**src/source/fe_pkg.sv**
```systemverilog
// ==========================================================================
// front end shared definitions
// widths, exception causes and the structs passed between fetch blocks
// ==========================================================================

package fe_pkg;

  localparam int VADDR_W    = 32;
  localparam int LINE_BYTES = 8;
  localparam int LINE_W     = LINE_BYTES * 8;
  localparam int OFFS_W     = $clog2(LINE_BYTES);

  // committed exception causes, mcause numbering where one exists
  typedef enum logic [4:0] {
    INST_ACC_FAULT      = 5'd1,
    ILLEGAL_INST        = 5'd2,
    LOAD_ADDR_MISALIGN  = 5'd4,
    LOAD_ACC_FAULT      = 5'd5,
    STAMO_ADDR_MISALIGN = 5'd6,
    STAMO_ACC_FAULT     = 5'd7,
    ECALL_U             = 5'd8,
    ECALL_S             = 5'd9,
    ECALL_M             = 5'd11,
    SILENT_FLUSH        = 5'd16,
    MRET                = 5'd17,
    SRET                = 5'd18
  } except_t;

  typedef struct packed {
    logic               valid;
    logic               except_valid;
    except_t            except_type;
    logic [VADDR_W-1:0] epc;
  } commit_t;

  typedef struct packed {
    logic [VADDR_W-1:0] mepc;
    logic [VADDR_W-1:0] sepc;
    logic [VADDR_W-1:0] mtvec;
    logic [VADDR_W-1:0] stvec;
    logic [15:0]        medeleg;
  } csr_vec_t;

  typedef struct packed {
    logic               valid;
    logic               mispredict;
    logic               taken;
    logic [VADDR_W-1:0] pc;
    logic [VADDR_W-1:0] target;
  } br_upd_t;

  typedef struct packed {
    logic               valid;
    logic [VADDR_W-1:0] pc;       // exact fetch address
    logic [LINE_W-1:0]  data;     // whole aligned line
  } fetch_pkt_t;

  typedef struct packed {
    logic               valid;
    logic [VADDR_W-1:0] addr;     // line aligned
  } mem_req_t;

  typedef struct packed {
    logic              valid;
    logic [LINE_W-1:0] data;
  } mem_resp_t;

  typedef enum logic [2:0] {
    INIT           = 3'd0,
    FETCH          = 3'd1,
    WAIT_IC_FILL   = 3'd2,
    WAIT_IBUF_FREE = 3'd3,
    WAIT_REDIRECT  = 3'd4
  } fetch_state_t;

endpackage

```
**src/source/fe_redirect.sv**
```systemverilog
// ==========================================================================
// fetch redirect select
// new fetch PC from committed exceptions and branch mispredicts
// ==========================================================================

`timescale 1ns/100ps

module fe_redirect (
  input  fe_pkg::commit_t              i_commit,
  input  fe_pkg::csr_vec_t             i_csr,
  input  fe_pkg::br_upd_t              i_br_upd,
  output logic                         o_redirect,
  output logic [fe_pkg::VADDR_W-1:0]   o_redirect_pc
);

  import fe_pkg::*;

  logic               w_commit_flush;
  logic               w_br_flush;
  logic [4:0]         w_cause;
  logic               w_delegated;
  logic [VADDR_W-1:0] w_trap_pc;

  assign w_commit_flush = i_commit.valid & i_commit.except_valid;
  assign w_br_flush     = i_br_upd.valid & i_br_upd.mispredict;

  // medeleg only covers the low 16 causes
  assign w_cause     = i_commit.except_type;
  assign w_delegated = ~w_cause[4] & i_csr.medeleg[w_cause[3:0]];
  assign w_trap_pc   = w_delegated ? i_csr.stvec : i_csr.mtvec;

  assign o_redirect = w_commit_flush | w_br_flush;

  // commit side wins over a same cycle branch update
  always_comb begin
    o_redirect_pc = '0;
    if (w_commit_flush) begin
      case (i_commit.except_type)
        SILENT_FLUSH : o_redirect_pc = i_commit.epc + VADDR_W'(4);
        MRET         : o_redirect_pc = i_csr.mepc;
        SRET         : o_redirect_pc = i_csr.sepc;
        default      : o_redirect_pc = w_trap_pc;   // real trap
      endcase
    end else if (w_br_flush) begin
      o_redirect_pc = i_br_upd.target;
    end
  end

endmodule

```
**src/source/fe_btb.sv**
```systemverilog
// ==========================================================================
// branch target buffer
// direct mapped on the line PC, trained by resolved branches
// ==========================================================================

`timescale 1ns/100ps

module fe_btb #(
  parameter int BTB_ENTRIES = 8
) (
  input  logic                       i_clk,
  input  logic                       i_reset_n,
  input  logic                       i_s0_valid,
  input  logic [fe_pkg::VADDR_W-1:0] i_s0_pc,
  input  fe_pkg::br_upd_t            i_br_upd,
  output logic                       o_s1_hit,
  output logic [fe_pkg::VADDR_W-1:0] o_s1_target
);

  import fe_pkg::*;

  localparam int IDX_W = $clog2(BTB_ENTRIES);
  localparam int TAG_W = VADDR_W - OFFS_W - IDX_W;

  logic [BTB_ENTRIES-1:0] r_valid;
  logic [TAG_W-1:0]       r_tag    [BTB_ENTRIES];
  logic [VADDR_W-1:0]     r_target [BTB_ENTRIES];

  logic [IDX_W-1:0]       w_upd_idx;
  logic [TAG_W-1:0]       w_upd_tag;
  logic [IDX_W-1:0]       w_s0_idx;
  logic [TAG_W-1:0]       w_s0_tag;

  assign w_upd_idx = i_br_upd.pc[OFFS_W +: IDX_W];
  assign w_upd_tag = i_br_upd.pc[VADDR_W-1 -: TAG_W];
  assign w_s0_idx  = i_s0_pc[OFFS_W +: IDX_W];
  assign w_s0_tag  = i_s0_pc[VADDR_W-1 -: TAG_W];

  // ========================================================================
  // update
  // ========================================================================
  always_ff @(posedge i_clk, negedge i_reset_n) begin
    if (!i_reset_n) begin
      r_valid <= '0;
    end else if (i_br_upd.valid) begin
      r_valid[w_upd_idx] <= i_br_upd.taken;   // not taken drops the entry
    end
  end

  always_ff @(posedge i_clk) begin
    if (i_br_upd.valid & i_br_upd.taken) begin
      r_tag[w_upd_idx]    <= w_upd_tag;
      r_target[w_upd_idx] <= i_br_upd.target;
    end
  end

  // ========================================================================
  // lookup, result one cycle after s0
  // ========================================================================
  always_ff @(posedge i_clk, negedge i_reset_n) begin
    if (!i_reset_n) begin
      o_s1_hit <= 1'b0;
    end else begin
      o_s1_hit <= i_s0_valid & r_valid[w_s0_idx] & (r_tag[w_s0_idx] == w_s0_tag);
    end
  end

  always_ff @(posedge i_clk) begin
    o_s1_target <= r_target[w_s0_idx];
  end

endmodule

```
**src/source/fe_icache.sv**
```systemverilog
// ==========================================================================
// instruction cache
// direct mapped, one line per fetch, single outstanding refill to memory
// ==========================================================================

`timescale 1ns/100ps

module fe_icache #(
  parameter int IC_LINES = 16
) (
  input  logic                       i_clk,
  input  logic                       i_reset_n,
  input  logic                       i_s0_valid,
  input  logic [fe_pkg::VADDR_W-1:0] i_s0_pc,
  input  logic                       i_kill,
  output logic                       o_s1_hit,
  output logic                       o_s1_miss,
  output logic [fe_pkg::LINE_W-1:0]  o_s1_data,
  output fe_pkg::mem_req_t           o_mem_req,
  input  fe_pkg::mem_resp_t          i_mem_resp,
  output logic                       o_fill_done
);

  import fe_pkg::*;

  localparam int IDX_W = $clog2(IC_LINES);
  localparam int TAG_W = VADDR_W - OFFS_W - IDX_W;

  // arrays
  logic [IC_LINES-1:0] r_valid;
  logic [TAG_W-1:0]    r_tag  [IC_LINES];
  logic [LINE_W-1:0]   r_data [IC_LINES];

  // s1 address
  logic                r_s1_valid;
  logic [VADDR_W-1:0]  r_s1_pc;
  logic [IDX_W-1:0]    w_s1_idx;
  logic [TAG_W-1:0]    w_s1_tag;
  logic                w_s1_match;

  // refill
  logic                r_busy;
  logic                r_req_valid;
  logic [VADDR_W-1:0]  r_req_addr;
  logic                r_fill_done;
  logic                w_refill_start;
  logic                w_fill;
  logic [IDX_W-1:0]    w_fill_idx;

  // ========================================================================
  // s0 -> s1
  // ========================================================================
  always_ff @(posedge i_clk, negedge i_reset_n) begin
    if (!i_reset_n) begin
      r_s1_valid <= 1'b0;
    end else begin
      r_s1_valid <= i_s0_valid;
    end
  end

  always_ff @(posedge i_clk) begin
    r_s1_pc <= i_s0_pc;
  end

  // ========================================================================
  // s1 tag compare
  // ========================================================================
  assign w_s1_idx   = r_s1_pc[OFFS_W +: IDX_W];
  assign w_s1_tag   = r_s1_pc[VADDR_W-1 -: TAG_W];
  assign w_s1_match = r_valid[w_s1_idx] & (r_tag[w_s1_idx] == w_s1_tag);

  assign o_s1_hit  = r_s1_valid & ~i_kill & w_s1_match;
  assign o_s1_miss = r_s1_valid & ~i_kill & ~w_s1_match;
  assign o_s1_data = r_data[w_s1_idx];

  // ========================================================================
  // refill
  // ========================================================================
  // a miss seen while busy is left to the controller, which refetches
  // after the fill in flight has landed
  assign w_refill_start = o_s1_miss & ~r_busy;
  assign w_fill         = i_mem_resp.valid & r_busy;
  assign w_fill_idx     = r_req_addr[OFFS_W +: IDX_W];

  always_ff @(posedge i_clk, negedge i_reset_n) begin
    if (!i_reset_n) begin
      r_busy      <= 1'b0;
      r_req_valid <= 1'b0;
      r_fill_done <= 1'b0;
      r_valid     <= '0;
    end else begin
      r_req_valid <= w_refill_start;    // one cycle pulse
      r_fill_done <= w_fill;
      if (w_refill_start) begin
        r_busy <= 1'b1;
      end else if (w_fill) begin
        r_busy <= 1'b0;
      end
      if (w_fill) begin
        r_valid[w_fill_idx] <= 1'b1;
      end
    end
  end

  always_ff @(posedge i_clk) begin
    if (w_refill_start) begin
      r_req_addr <= {r_s1_pc[VADDR_W-1:OFFS_W], {OFFS_W{1'b0}}};
    end
    if (w_fill) begin
      r_tag[w_fill_idx]  <= r_req_addr[VADDR_W-1 -: TAG_W];
      r_data[w_fill_idx] <= i_mem_resp.data;
    end
  end

  assign o_mem_req.valid = r_req_valid;
  assign o_mem_req.addr  = r_req_addr;
  assign o_fill_done     = r_fill_done;   // line is readable from this cycle

endmodule

```
**src/source/fe_fetch_ctrl.sv**
```systemverilog
// ==========================================================================
// fetch controller
// fetch state machine, s0/s1 PC sequencing and fetch packet output
// ==========================================================================

`timescale 1ns/100ps

module fe_fetch_ctrl #(
  parameter logic [fe_pkg::VADDR_W-1:0] RESET_PC = 32'h0000_1000
) (
  input  logic                       i_clk,
  input  logic                       i_reset_n,
  input  logic                       i_redirect,
  input  logic [fe_pkg::VADDR_W-1:0] i_redirect_pc,
  input  logic                       i_s1_hit,
  input  logic                       i_s1_miss,
  input  logic [fe_pkg::LINE_W-1:0]  i_s1_data,
  input  logic                       i_btb_hit,
  input  logic [fe_pkg::VADDR_W-1:0] i_btb_target,
  input  logic                       i_fill_done,
  input  logic                       i_ibuf_ready,
  output logic                       o_s0_valid,
  output logic [fe_pkg::VADDR_W-1:0] o_s0_pc,
  output logic                       o_kill,
  output fe_pkg::fetch_pkt_t         o_fetch
);

  import fe_pkg::*;

  fetch_state_t       r_state;
  fetch_state_t       w_state_next;
  logic [VADDR_W-1:0] r_s0_pc;       // pending PC while s1 is empty
  logic [VADDR_W-1:0] w_hold_pc;
  logic               r_s1_valid;
  logic [VADDR_W-1:0] r_s1_pc;
  logic               w_s1_live;
  logic [VADDR_W-1:0] w_seq_pc;
  logic               w_s0_valid;
  logic [VADDR_W-1:0] w_s0_pc;

  assign w_s1_live = r_s1_valid & ~i_redirect;
  assign w_seq_pc  = {r_s1_pc[VADDR_W-1:OFFS_W], {OFFS_W{1'b0}}} + VADDR_W'(LINE_BYTES);

  // ========================================================================
  // next state and s0 select
  // ========================================================================
  always_comb begin
    w_state_next = r_state;
    w_s0_valid   = 1'b0;
    w_s0_pc      = r_s0_pc;
    w_hold_pc    = r_s0_pc;
    if (i_redirect) begin
      w_s0_valid = 1'b1;
      w_s0_pc    = i_redirect_pc;
      // a refill may still be in flight behind the redirect
      if ((r_state == WAIT_IC_FILL) || (r_state == WAIT_REDIRECT)) begin
        w_state_next = WAIT_REDIRECT;
      end else begin
        w_state_next = FETCH;
      end
    end else begin
      case (r_state)
        INIT : w_state_next = FETCH;
        FETCH, WAIT_REDIRECT : begin
          if (w_s1_live & i_s1_miss) begin
            w_hold_pc    = r_s1_pc;       // refetch after fill
            w_state_next = WAIT_IC_FILL;
          end else if (w_s1_live & i_s1_hit & ~i_ibuf_ready) begin
            w_hold_pc    = r_s1_pc;       // packet not taken
            w_state_next = WAIT_IBUF_FREE;
          end else begin
            w_s0_valid = 1'b1;
            if (w_s1_live & i_s1_hit) begin
              w_s0_pc = i_btb_hit ? i_btb_target : w_seq_pc;
            end
            if ((r_state == WAIT_REDIRECT) & i_fill_done) begin
              w_state_next = FETCH;       // stale refill drained
            end
          end
        end
        WAIT_IC_FILL : begin
          if (i_fill_done) begin
            w_s0_valid   = 1'b1;
            w_state_next = FETCH;
          end
        end
        WAIT_IBUF_FREE : begin
          if (i_ibuf_ready) begin
            w_s0_valid   = 1'b1;
            w_state_next = FETCH;
          end
        end
        default : w_state_next = INIT;
      endcase
    end
  end

  always_ff @(posedge i_clk, negedge i_reset_n) begin
    if (!i_reset_n) begin
      r_state    <= INIT;
      r_s0_pc    <= RESET_PC;
      r_s1_valid <= 1'b0;
    end else begin
      r_state    <= w_state_next;
      r_s0_pc    <= w_hold_pc;
      r_s1_valid <= w_s0_valid;
    end
  end

  always_ff @(posedge i_clk) begin
    r_s1_pc <= w_s0_pc;
  end

  assign o_s0_valid = w_s0_valid;
  assign o_s0_pc    = w_s0_pc;
  assign o_kill     = i_redirect;   // drops the s1 entry

  assign o_fetch.valid = w_s1_live & i_s1_hit;
  assign o_fetch.pc    = r_s1_pc;
  assign o_fetch.data  = i_s1_data;

endmodule

```
**src/source/fe_frontend.sv**
```systemverilog
// ==========================================================================
// instruction fetch front end
// fetch controller with cache, branch target buffer and redirect select
// ==========================================================================

`timescale 1ns/100ps

module fe_frontend #(
  parameter int                         IC_LINES    = 16,
  parameter int                         BTB_ENTRIES = 8,
  parameter logic [fe_pkg::VADDR_W-1:0] RESET_PC    = 32'h0000_1000
) (
  input  logic               i_clk,
  input  logic               i_reset_n,
  input  fe_pkg::commit_t    i_commit,
  input  fe_pkg::csr_vec_t   i_csr,
  input  fe_pkg::br_upd_t    i_br_upd,
  input  logic               i_ibuf_ready,
  output fe_pkg::fetch_pkt_t o_fetch,
  output fe_pkg::mem_req_t   o_mem_req,
  input  fe_pkg::mem_resp_t  i_mem_resp
);

  import fe_pkg::*;

  logic               w_redirect;
  logic [VADDR_W-1:0] w_redirect_pc;
  logic               w_s0_valid;
  logic [VADDR_W-1:0] w_s0_pc;
  logic               w_kill;
  logic               w_s1_hit;
  logic               w_s1_miss;
  logic [LINE_W-1:0]  w_s1_data;
  logic               w_fill_done;
  logic               w_btb_hit;
  logic [VADDR_W-1:0] w_btb_target;

  fe_redirect u_redirect (
    .i_commit      (i_commit),
    .i_csr         (i_csr),
    .i_br_upd      (i_br_upd),
    .o_redirect    (w_redirect),
    .o_redirect_pc (w_redirect_pc)
  );

  fe_btb #(.BTB_ENTRIES(BTB_ENTRIES)) u_btb (
    .i_clk       (i_clk),
    .i_reset_n   (i_reset_n),
    .i_s0_valid  (w_s0_valid),
    .i_s0_pc     (w_s0_pc),
    .i_br_upd    (i_br_upd),
    .o_s1_hit    (w_btb_hit),
    .o_s1_target (w_btb_target)
  );

  fe_icache #(.IC_LINES(IC_LINES)) u_icache (
    .i_clk       (i_clk),
    .i_reset_n   (i_reset_n),
    .i_s0_valid  (w_s0_valid),
    .i_s0_pc     (w_s0_pc),
    .i_kill      (w_kill),
    .o_s1_hit    (w_s1_hit),
    .o_s1_miss   (w_s1_miss),
    .o_s1_data   (w_s1_data),
    .o_mem_req   (o_mem_req),
    .i_mem_resp  (i_mem_resp),
    .o_fill_done (w_fill_done)
  );

  fe_fetch_ctrl #(.RESET_PC(RESET_PC)) u_fetch_ctrl (
    .i_clk         (i_clk),
    .i_reset_n     (i_reset_n),
    .i_redirect    (w_redirect),
    .i_redirect_pc (w_redirect_pc),
    .i_s1_hit      (w_s1_hit),
    .i_s1_miss     (w_s1_miss),
    .i_s1_data     (w_s1_data),
    .i_btb_hit     (w_btb_hit),
    .i_btb_target  (w_btb_target),
    .i_fill_done   (w_fill_done),
    .i_ibuf_ready  (i_ibuf_ready),
    .o_s0_valid    (w_s0_valid),
    .o_s0_pc       (w_s0_pc),
    .o_kill        (w_kill),
    .o_fetch       (o_fetch)
  );

endmodule

```
**config.mk**
```make
export PLATFORM = sky130hd
export DESIGN_NAME = fe_frontend
export DESIGN_NICKNAME = d
export VERILOG_FILES = /design/src/source/fe_pkg.sv /design/src/source/fe_redirect.sv /design/src/source/fe_btb.sv /design/src/source/fe_icache.sv /design/src/source/fe_fetch_ctrl.sv /design/src/source/fe_frontend.sv
export SDC_FILE = /design/constraint.sdc
export NUM_CORES = 2
export LEC_CHECK = 0
export ABC_AREA = 0
export BUFFER_PORTS_ARGS = -buffer_cell sky130_fd_sc_hd__buf_2
export CAP_MARGIN = 20
export CORE_ASPECT_RATIO = 1.4
export CORE_MARGIN = 2
export CORE_UTILIZATION = 61
export DETAILED_ROUTE_END_ITERATION = 16
export PLACE_DENSITY = 0.8
export SLEW_MARGIN = 10
export SYNTH_ARGS = -nofsm -noshare
export SYNTH_HDL_FRONTEND = slang
export SYNTH_SLANG_ARGS = --single-unit
```
**constraint.sdc**
```tcl
create_clock -name i_clk -period 8.4 [get_ports i_clk]
set_input_delay 0 -clock i_clk [delete_from_list [all_inputs] [get_ports i_clk]]
set_output_delay 0 -clock i_clk [all_outputs]
set_load 0.1 [all_outputs]
```
After elaboration in Yosys (flattened, before gate mapping):

Memory sizes are Yosys's and may differ from the RTL's. A register that Yosys moved wholly into a read port is not among the register bits.
Index checks and enable logic that the tools add are counted.

* register bits: 125
* RAM bits: 1888
* bits of input ports: 318
* logic and storage cells: 111
* memories kept: 4

* $add $sub $neg: 2
* magnitude comparators: 7
* equal/unequal tests: 12
* muxes and demuxes: 43
* bitwise operators: 23
* reduce and logical (&&, ||, !) cells: 9

Memory list
* u_icache.r_data: words 16, width 64, read ports 1, clocked after memory_dff 1, wr ports 1, RTL line fe_icache.sv:32 `logic [LINE_W-1:0] r_data [IC_LINES];`
* u_icache.r_tag: words 16, width 25, read ports 1, clocked after memory_dff 1, wr ports 1, RTL line fe_icache.sv:31 `logic [TAG_W-1:0] r_tag [IC_LINES];`
* u_btb.r_target: words 8, width 32, read ports 1, clocked after memory_dff 1, wr ports 1, RTL line fe_btb.sv:27 `logic [VADDR_W-1:0] r_target [BTB_ENTRIES];`
* u_btb.r_tag: words 8, width 26, read ports 1, clocked after memory_dff 0, wr ports 1, RTL line fe_btb.sv:26 `logic [TAG_W-1:0] r_tag [BTB_ENTRIES];`

Operators by type and width (number)
* 32-bit two-way mux: 11
* 32-bit case mux with 3 select lines: 1
* 32-bit by 3-bit adder with 32-bit output, second input constant: 1
* 32-bit by 4-bit adder with 32-bit output, second input constant: 1
* 26-bit equality test: 1
* 25-bit equality test: 1
* 3-bit two-way mux: 7
* 1-bit AND: 16
* 1-bit two-way mux: 16
* 16-bit bitwise OR: 1
* 5-bit equality test, second input constant: 3
* 4-bit by 5-bit less-than comparator with 1-bit output, second input constant: 3
* 3-bit case mux with 4 select lines: 1
* 1-bit binary-select mux with 4-bit select: 2
* 8-bit bitwise mux: 1
* 3-bit by 4-bit less-than comparator with 1-bit output, second input constant: 2
* 3-bit by 2-bit equality test with 1-bit output, second input constant: 2
* 3-bit != test, second input constant: 2
* 3-bit AND reduction: 2
* 5-bit by 2-bit != test with 1-bit output, second input constant: 1
* 1-bit NOT: 5
* 1-bit demux with 4-bit select: 1
* 4-bit by 1-bit greater-or-equal comparator with 1-bit output, second input constant: 1
* 2-bit nonzero test: 2
* other kinds (11): 12

Longest topological paths before layout:

* word-level depth: 15
* mapped depth: 24
* mapped depth without buffers: 15

Modules after synthesis:

Synthesis repeated with hierarchy kept, for this count alone.

* cell total of the unflattened synthesis: 3800
* area total of the unflattened synthesis: 81433.1 µm²

Modules (own cells, without submodules)
* fe_icache: instances 1, cells each 2278, area each 56429.1 µm²
* fe_btb: instances 1, cells each 782, area each 18743.0 µm²
* fe_fetch_ctrl: instances 1, cells each 419, area each 4005.1 µm²
* fe_redirect: instances 1, cells each 321, area each 2255.9 µm²

Worst setup path after synthesis:

Ideal clock, no wire load.

* path kind: register to register
* start point: register u_icache.r_req_addr[4]
* end point: register u_icache.r_valid[0]
* setup time: 103 ps
* data arrival time: 8049 ps
* data required time: 8297 ps
* slack: 248 ps
* stages on the path, launching flop included: 4
* path buffers: 0
* cell sequence: edfxtp_1 > or3_1 > nor3_1 > or2_2

* longest elaborated chain between the ends: 5
* elaborated cells between the ends (all ways): 6
* those cells by class: order compare (2); mux (2); bitwise (1); reduce/logical (1)

Ends and longest elaborated chain
* start, declared: RTL line fe_icache.sv:44 `logic [VADDR_W-1:0] r_req_addr;`
* start signal, assigned: RTL line fe_icache.sv:107 `r_req_addr <= {r_s1_pc[VADDR_W-1:OFFS_W], {OFFS_W{1'b0}}};`
* 4-bit by 5-bit less-than comparator with 1-bit output (implied by the code) / 4-bit by 1-bit greater-or-equal comparator with 1-bit output (equally long branches): RTL line fe_icache.sv:100 `r_valid[w_fill_idx] <= 1'b1;`
* 1-bit logical AND (implied by the code): RTL line fe_icache.sv:100
* 1-bit two-way mux (implied by the code): RTL line fe_icache.sv:100
* 1-bit demux with 4-bit select *
* 16-bit bitwise OR (no source line) *
* end signal, assigned: RTL line fe_icache.sv:90 `r_valid <= '0;`
* end signal, assigned by index: RTL line fe_icache.sv:100
* end, declared: RTL line fe_icache.sv:30 `logic [IC_LINES-1:0] r_valid;`

Every way passes the cells marked *; elsewhere a longest branch is shown, timed or not.
A chain may end at the register's enable or synchronous reset.

Worst setup path in the final report:

* start point: register u_fetch_ctrl.r_s1_pc[3]
* end point: register u_btb.o_s1_hit

* longest elaborated chain between the ends: 14
* elaborated cells between the ends (all ways): 26
* those cells by class: add/sub (1); eq/ne (1); mux (14); bitwise (9); memory (1)

Ends and longest elaborated chain
* start, declared: RTL line fe_fetch_ctrl.sv:35 `logic [VADDR_W-1:0] r_s1_pc;`
* start signal, assigned: RTL line fe_fetch_ctrl.sv:111 `r_s1_pc <= w_s0_pc;`
* parallel branches: the longest is 13 deep, another holds 32-bit by 4-bit adder with 32-bit output
* 1-bit AND *: RTL line fe_btb.sv:64 `o_s1_hit <= i_s0_valid & r_valid[w_s0_idx] & (r_tag[w_s0_idx] == w_s0_tag);`
* end signal, assigned: RTL line fe_btb.sv:64
* end, declared: RTL line fe_btb.sv:16 `output logic o_s1_hit,`

Mark *: on every way between the ends. The select of a mux whose other input is x is not followed.

==> impl_metrics.json <==
{
  "routed_wl_um": 231000,
  "critPathLaunchType": "flip-flop",
  "ctsLongestPathBuffers": 3,
  "crit_chain": "buf_12 > mux4_2 > nand2_1 > a21oi_1 > o21ai_0 > nand4_1 > nand4bb_4 > or3_4 > a211o_4 > buf_4 > buf_4 > a211oi_1 > a211oi_1 > nor3_1 > o211ai_1 > nor4_1 > and4_1",
  "synth_fa_ha_area_share_pct": 0.0306,
  "ys.flop_type": "edfxtp_1",
  "hold_viol_final": 0,
  "slowest_delay_ns": 0.96,
  "rsz0062_at_grt": "no",
  "setup-violations-final": 0,
  "finalSetupTns_ns": 0,
  "grt_start_max_net_pins": 106,
  "p_leak_nw": 32.1,
  "crit_slowest_cell": "dfxtp_4",
  "crit_buf_inv": 3,
  "grt_pass1_wl_um": 331000,
  "crit_type": "flip-flop to flip-flop",
  "drc_errors": 0,
  "fill_cells": 7937,
  "clock-root-buffer": "clkbuf_16",
  "maxCapViolCount": 0,
  "yosysUniqueCellTypes": 90,
  "syn_to_final_growth_pct": 14.9,
  "layout_commonest_cell": "edfxtp_1",
  "ioPinCount": 448,
  "fmax_mhz": 140,
  "status": "finished clean",
  "seq_area_frac_synth_pct": 73.9,
  "numPortBuffers": 441,
  "grtUsageTotal_pct": 33.9,
  "grt.overflow.total": 0,
  "clkLatencyLatePin_ns": 0.83,
  "gp_congestion": 1.03,
  "ys_warn_count": 0,
  "synth_top_family_by_area": "multiplexers",
  "slew_viol_final": 0,
  "instances_no_fill": 7106,
  "ys_seq_elements": 2045,
  "grt_pass1_vias": 48700,
  "period_share_pct": 85.1,
  "multi_input_area_um2": 20100,
  "synth_edf_count": 1917,
  "clk_pin_slew_worst_paths_ns": 0.07,
  "path_max_fanout": 63,
  "syn_avg_cell_area_um2": 18.1,
  "antenna_found_initial": 15,
  "die-area_um2": 137000,
  "cts.htree.levels": 4,
  "cts-resized-gates": 0,
  "period_needed_ns": 7.15,
  "synth_area_um2": 81800,
  "clock-sinks": 2045,
  "register_area_um2": 60500,
  "max_slew_margin_pct": 16.2,
  "tightestPinTransition_ns": 1.24,
  "crit_required_ns": 9.17,
  "ir_drop_uv": 223,
  "synth_compound_area_share_pct": 3.90,
  "worst_clock_skew_ns": 0.0319,
  "drive_gt1_share_pct": 25.1,
  "synthCells": 4517,
  "cts_made_buffers": 179,
  "power_per_cell_area_nw_per_um2": 305,
  "dr.pass1.iters": 6,
  "start_util_pct": 61.2,
  "worst_setup_path_end_kind": "flip-flop",
  "holdBufCountCts": 206,
  "synth_mux_area_share_pct": 14.1,
  "finalNetCount": 5496,
  "core_um2": 134000,
  "die_x_um": 314,
  "hold_path_class": "primary input to flip-flop",
  "finalPower_w": 0.0287,
  "post-place-cells": 6559,
  "cp_top_family": "simple AND/OR/NAND/NOR gates",
  "layout_common_cells": "1917 x edfxtp_1, 473 x nand2_1, 440 x buf_2, 400 x mux4_2, 207 x nand3_1",
  "via_per_inst": 6.76,
  "synthXorXnorAreaFrac_pct": 0.813,
  "row_count": 159,
  "vias": 48000,
  "routedWlPerCell_um": 32.5,
  "worst_ep_arrival_time_ns": 7.92,
  "first_iter_violations": 5851,
  "async_reset_ff_share_pct": 3.13,
  "cts_tree": "yes",
  "synth_simple_gate_area_share_pct": 5.47,
  "post-cts-setup-buffers": 0,
  "die_h_um": 437,
  "antenna_left": 0,
  "dp_hpwl_um": 127000,
  "r2r_slack_ns": 1.25
}
[cells in the mapped netlist, types with 15 or more instances]
cell	count	area share (%)
nand3_1	207	1.3
a22oi_1	43	0.39
buf_4	17	0.16
a21oi_1	49	0.30
clkbuf_1	141	0.65
xnor2_1	42	0.45
mux2_2	59	0.81
a32o_1	15	0.18
o211ai_1	16	0.15
buf_1	47	0.22
buf_2	49	0.30
nor4_1	17	0.13
nand4_1	25	0.19
mux4_2	400	11
mux2i_1	177	2.2
dfxtp_1	64	1.6
o22ai_1	35	0.27
nor3_1	36	0.22
or2_2	19	0.15
o21ai_0	127	0.78
a211oi_1	41	0.38
a2111oi_0	17	0.18
dfrtp_1	63	1.9
nor2_1	101	0.46
xor2_1	34	0.36
inv_1	45	0.21
nand2_1	475	2.2
edfxtp_1	1917	70
[power breakdown]
part	total, W	switching (W)	leakage (nW)	internal [W]
logic	0.00801	0.00545	10.6	0.00256
clock network	0.00834	0.00372	2.88	0.00462
registers	0.0124	0.000556	18.6	0.0118
total	0.0287	0.00973	32.1	0.0190
[logic make-up (layout without fill, tap and decap cells)]
group / after synthesis / count (layout)
and+or+nand+nor: 972 / 972
xor gates and xnor gates: 76 / 76
AOI/OAI and AO/OA: 463 / 463
buffers and inverters: 317 / 1123
muxes: 641 / 641
DFF: 2045 / 2045
other: 1 / 13
adders and majority gates: 2 / 2
[worst reg2reg max path: stages (launching register included)]
cell,delay (ns)
dfxtp_4,0.96
buf_12,0.52
mux4_2,0.71
nand2_1,0.11
a21oi_1,0.10
o21ai_0,0.65
nand4_1,0.23
nand4bb_4,0.40
or3_4,0.72
a211o_4,0.45
buf_4,0.32
buf_4,0.44
a211oi_1,0.37
a211oi_1,0.12
nor3_1,0.21
o211ai_1,0.15
nor4_1,0.43
and4_1,0.24
[stage by stage]
stage | area (um2) | setup WS (ns) | hold slack, ns | util [%]
2_1_floorplan | 81900 | 0.248 | -0.296 | -
3_3_place_gp | 86000 | 1.38 | -0.133 | 64.4
3_5_place_dp | 86100 | 1.36 | -0.136 | 64.4
4_1_cts | 94000 | 1.33 | 0.00254 | 70.3
5_1_grt | 94000 | 0.979 | 0.0451 | 70.3
6_report | 94000 | 1.25 | 0.0205 | 70.3
[registers in the layout, indices dropped and copies added (netlist names)]
name and flops:
u_btb.o_s1_hit 1, u_btb.o_s1_target 32, u_btb.r_tag 208, u_btb.r_target 256, u_btb.r_valid 8, u_fetch_ctrl.r_s0_pc 32
u_fetch_ctrl.r_s1_pc 32, u_fetch_ctrl.r_s1_valid 1, u_fetch_ctrl.r_state 3, u_icache.o_fill_done 1, u_icache.r_busy 1, u_icache.r_data 1024
u_icache.r_req_addr 29, u_icache.r_req_valid 1, u_icache.r_tag 400, u_icache.r_valid 16
[layer usage]
layer	global-route usage (%)	routed length [um]
met4	20.4	16200
met2	57.5	117000
met5	0	23
met1	39.5	73900
met3	7.55	23700
[final cells by class]
type / instances / share of cell area [%]
multi-input cells: 2157 / 21.4
diodes: 10 / 0.0266
inverters: 49 / 0.209
well taps: 1771 / 2.36
clock inverters: 101 / 1.18
flip-flops and latches: 2045 / 64.3
repair buffers: 744 / 5.44
clock buffers: 229 / 5.09
[worst paths after layout]
path,start,to,cells after the start
worst min register to register,u_icache.r_valid[1]$_DFFE_PN0P_,u_icache.r_valid[1]$_DFFE_PN0P_,1
worst max-delay path,u_fetch_ctrl.r_s1_pc[3]$_DFF_P_,u_btb.o_s1_hit$_DFF_PN0_,17
min in group asynchronous,i_reset_n,u_fetch_ctrl.r_s0_pc[2]$_DFFE_PN0P_,4
max in group asynchronous,i_reset_n,u_fetch_ctrl.r_s0_pc[28]$_DFFE_PN0P_,4
worst min-delay path,i_br_upd[40],u_btb.r_tag[1][2]$_DFFE_PP_,2
worst max register to register,u_fetch_ctrl.r_s1_pc[3]$_DFF_P_,u_btb.o_s1_hit$_DFF_PN0_,17
No activity file was read; power rests on OpenSTA's default activity.
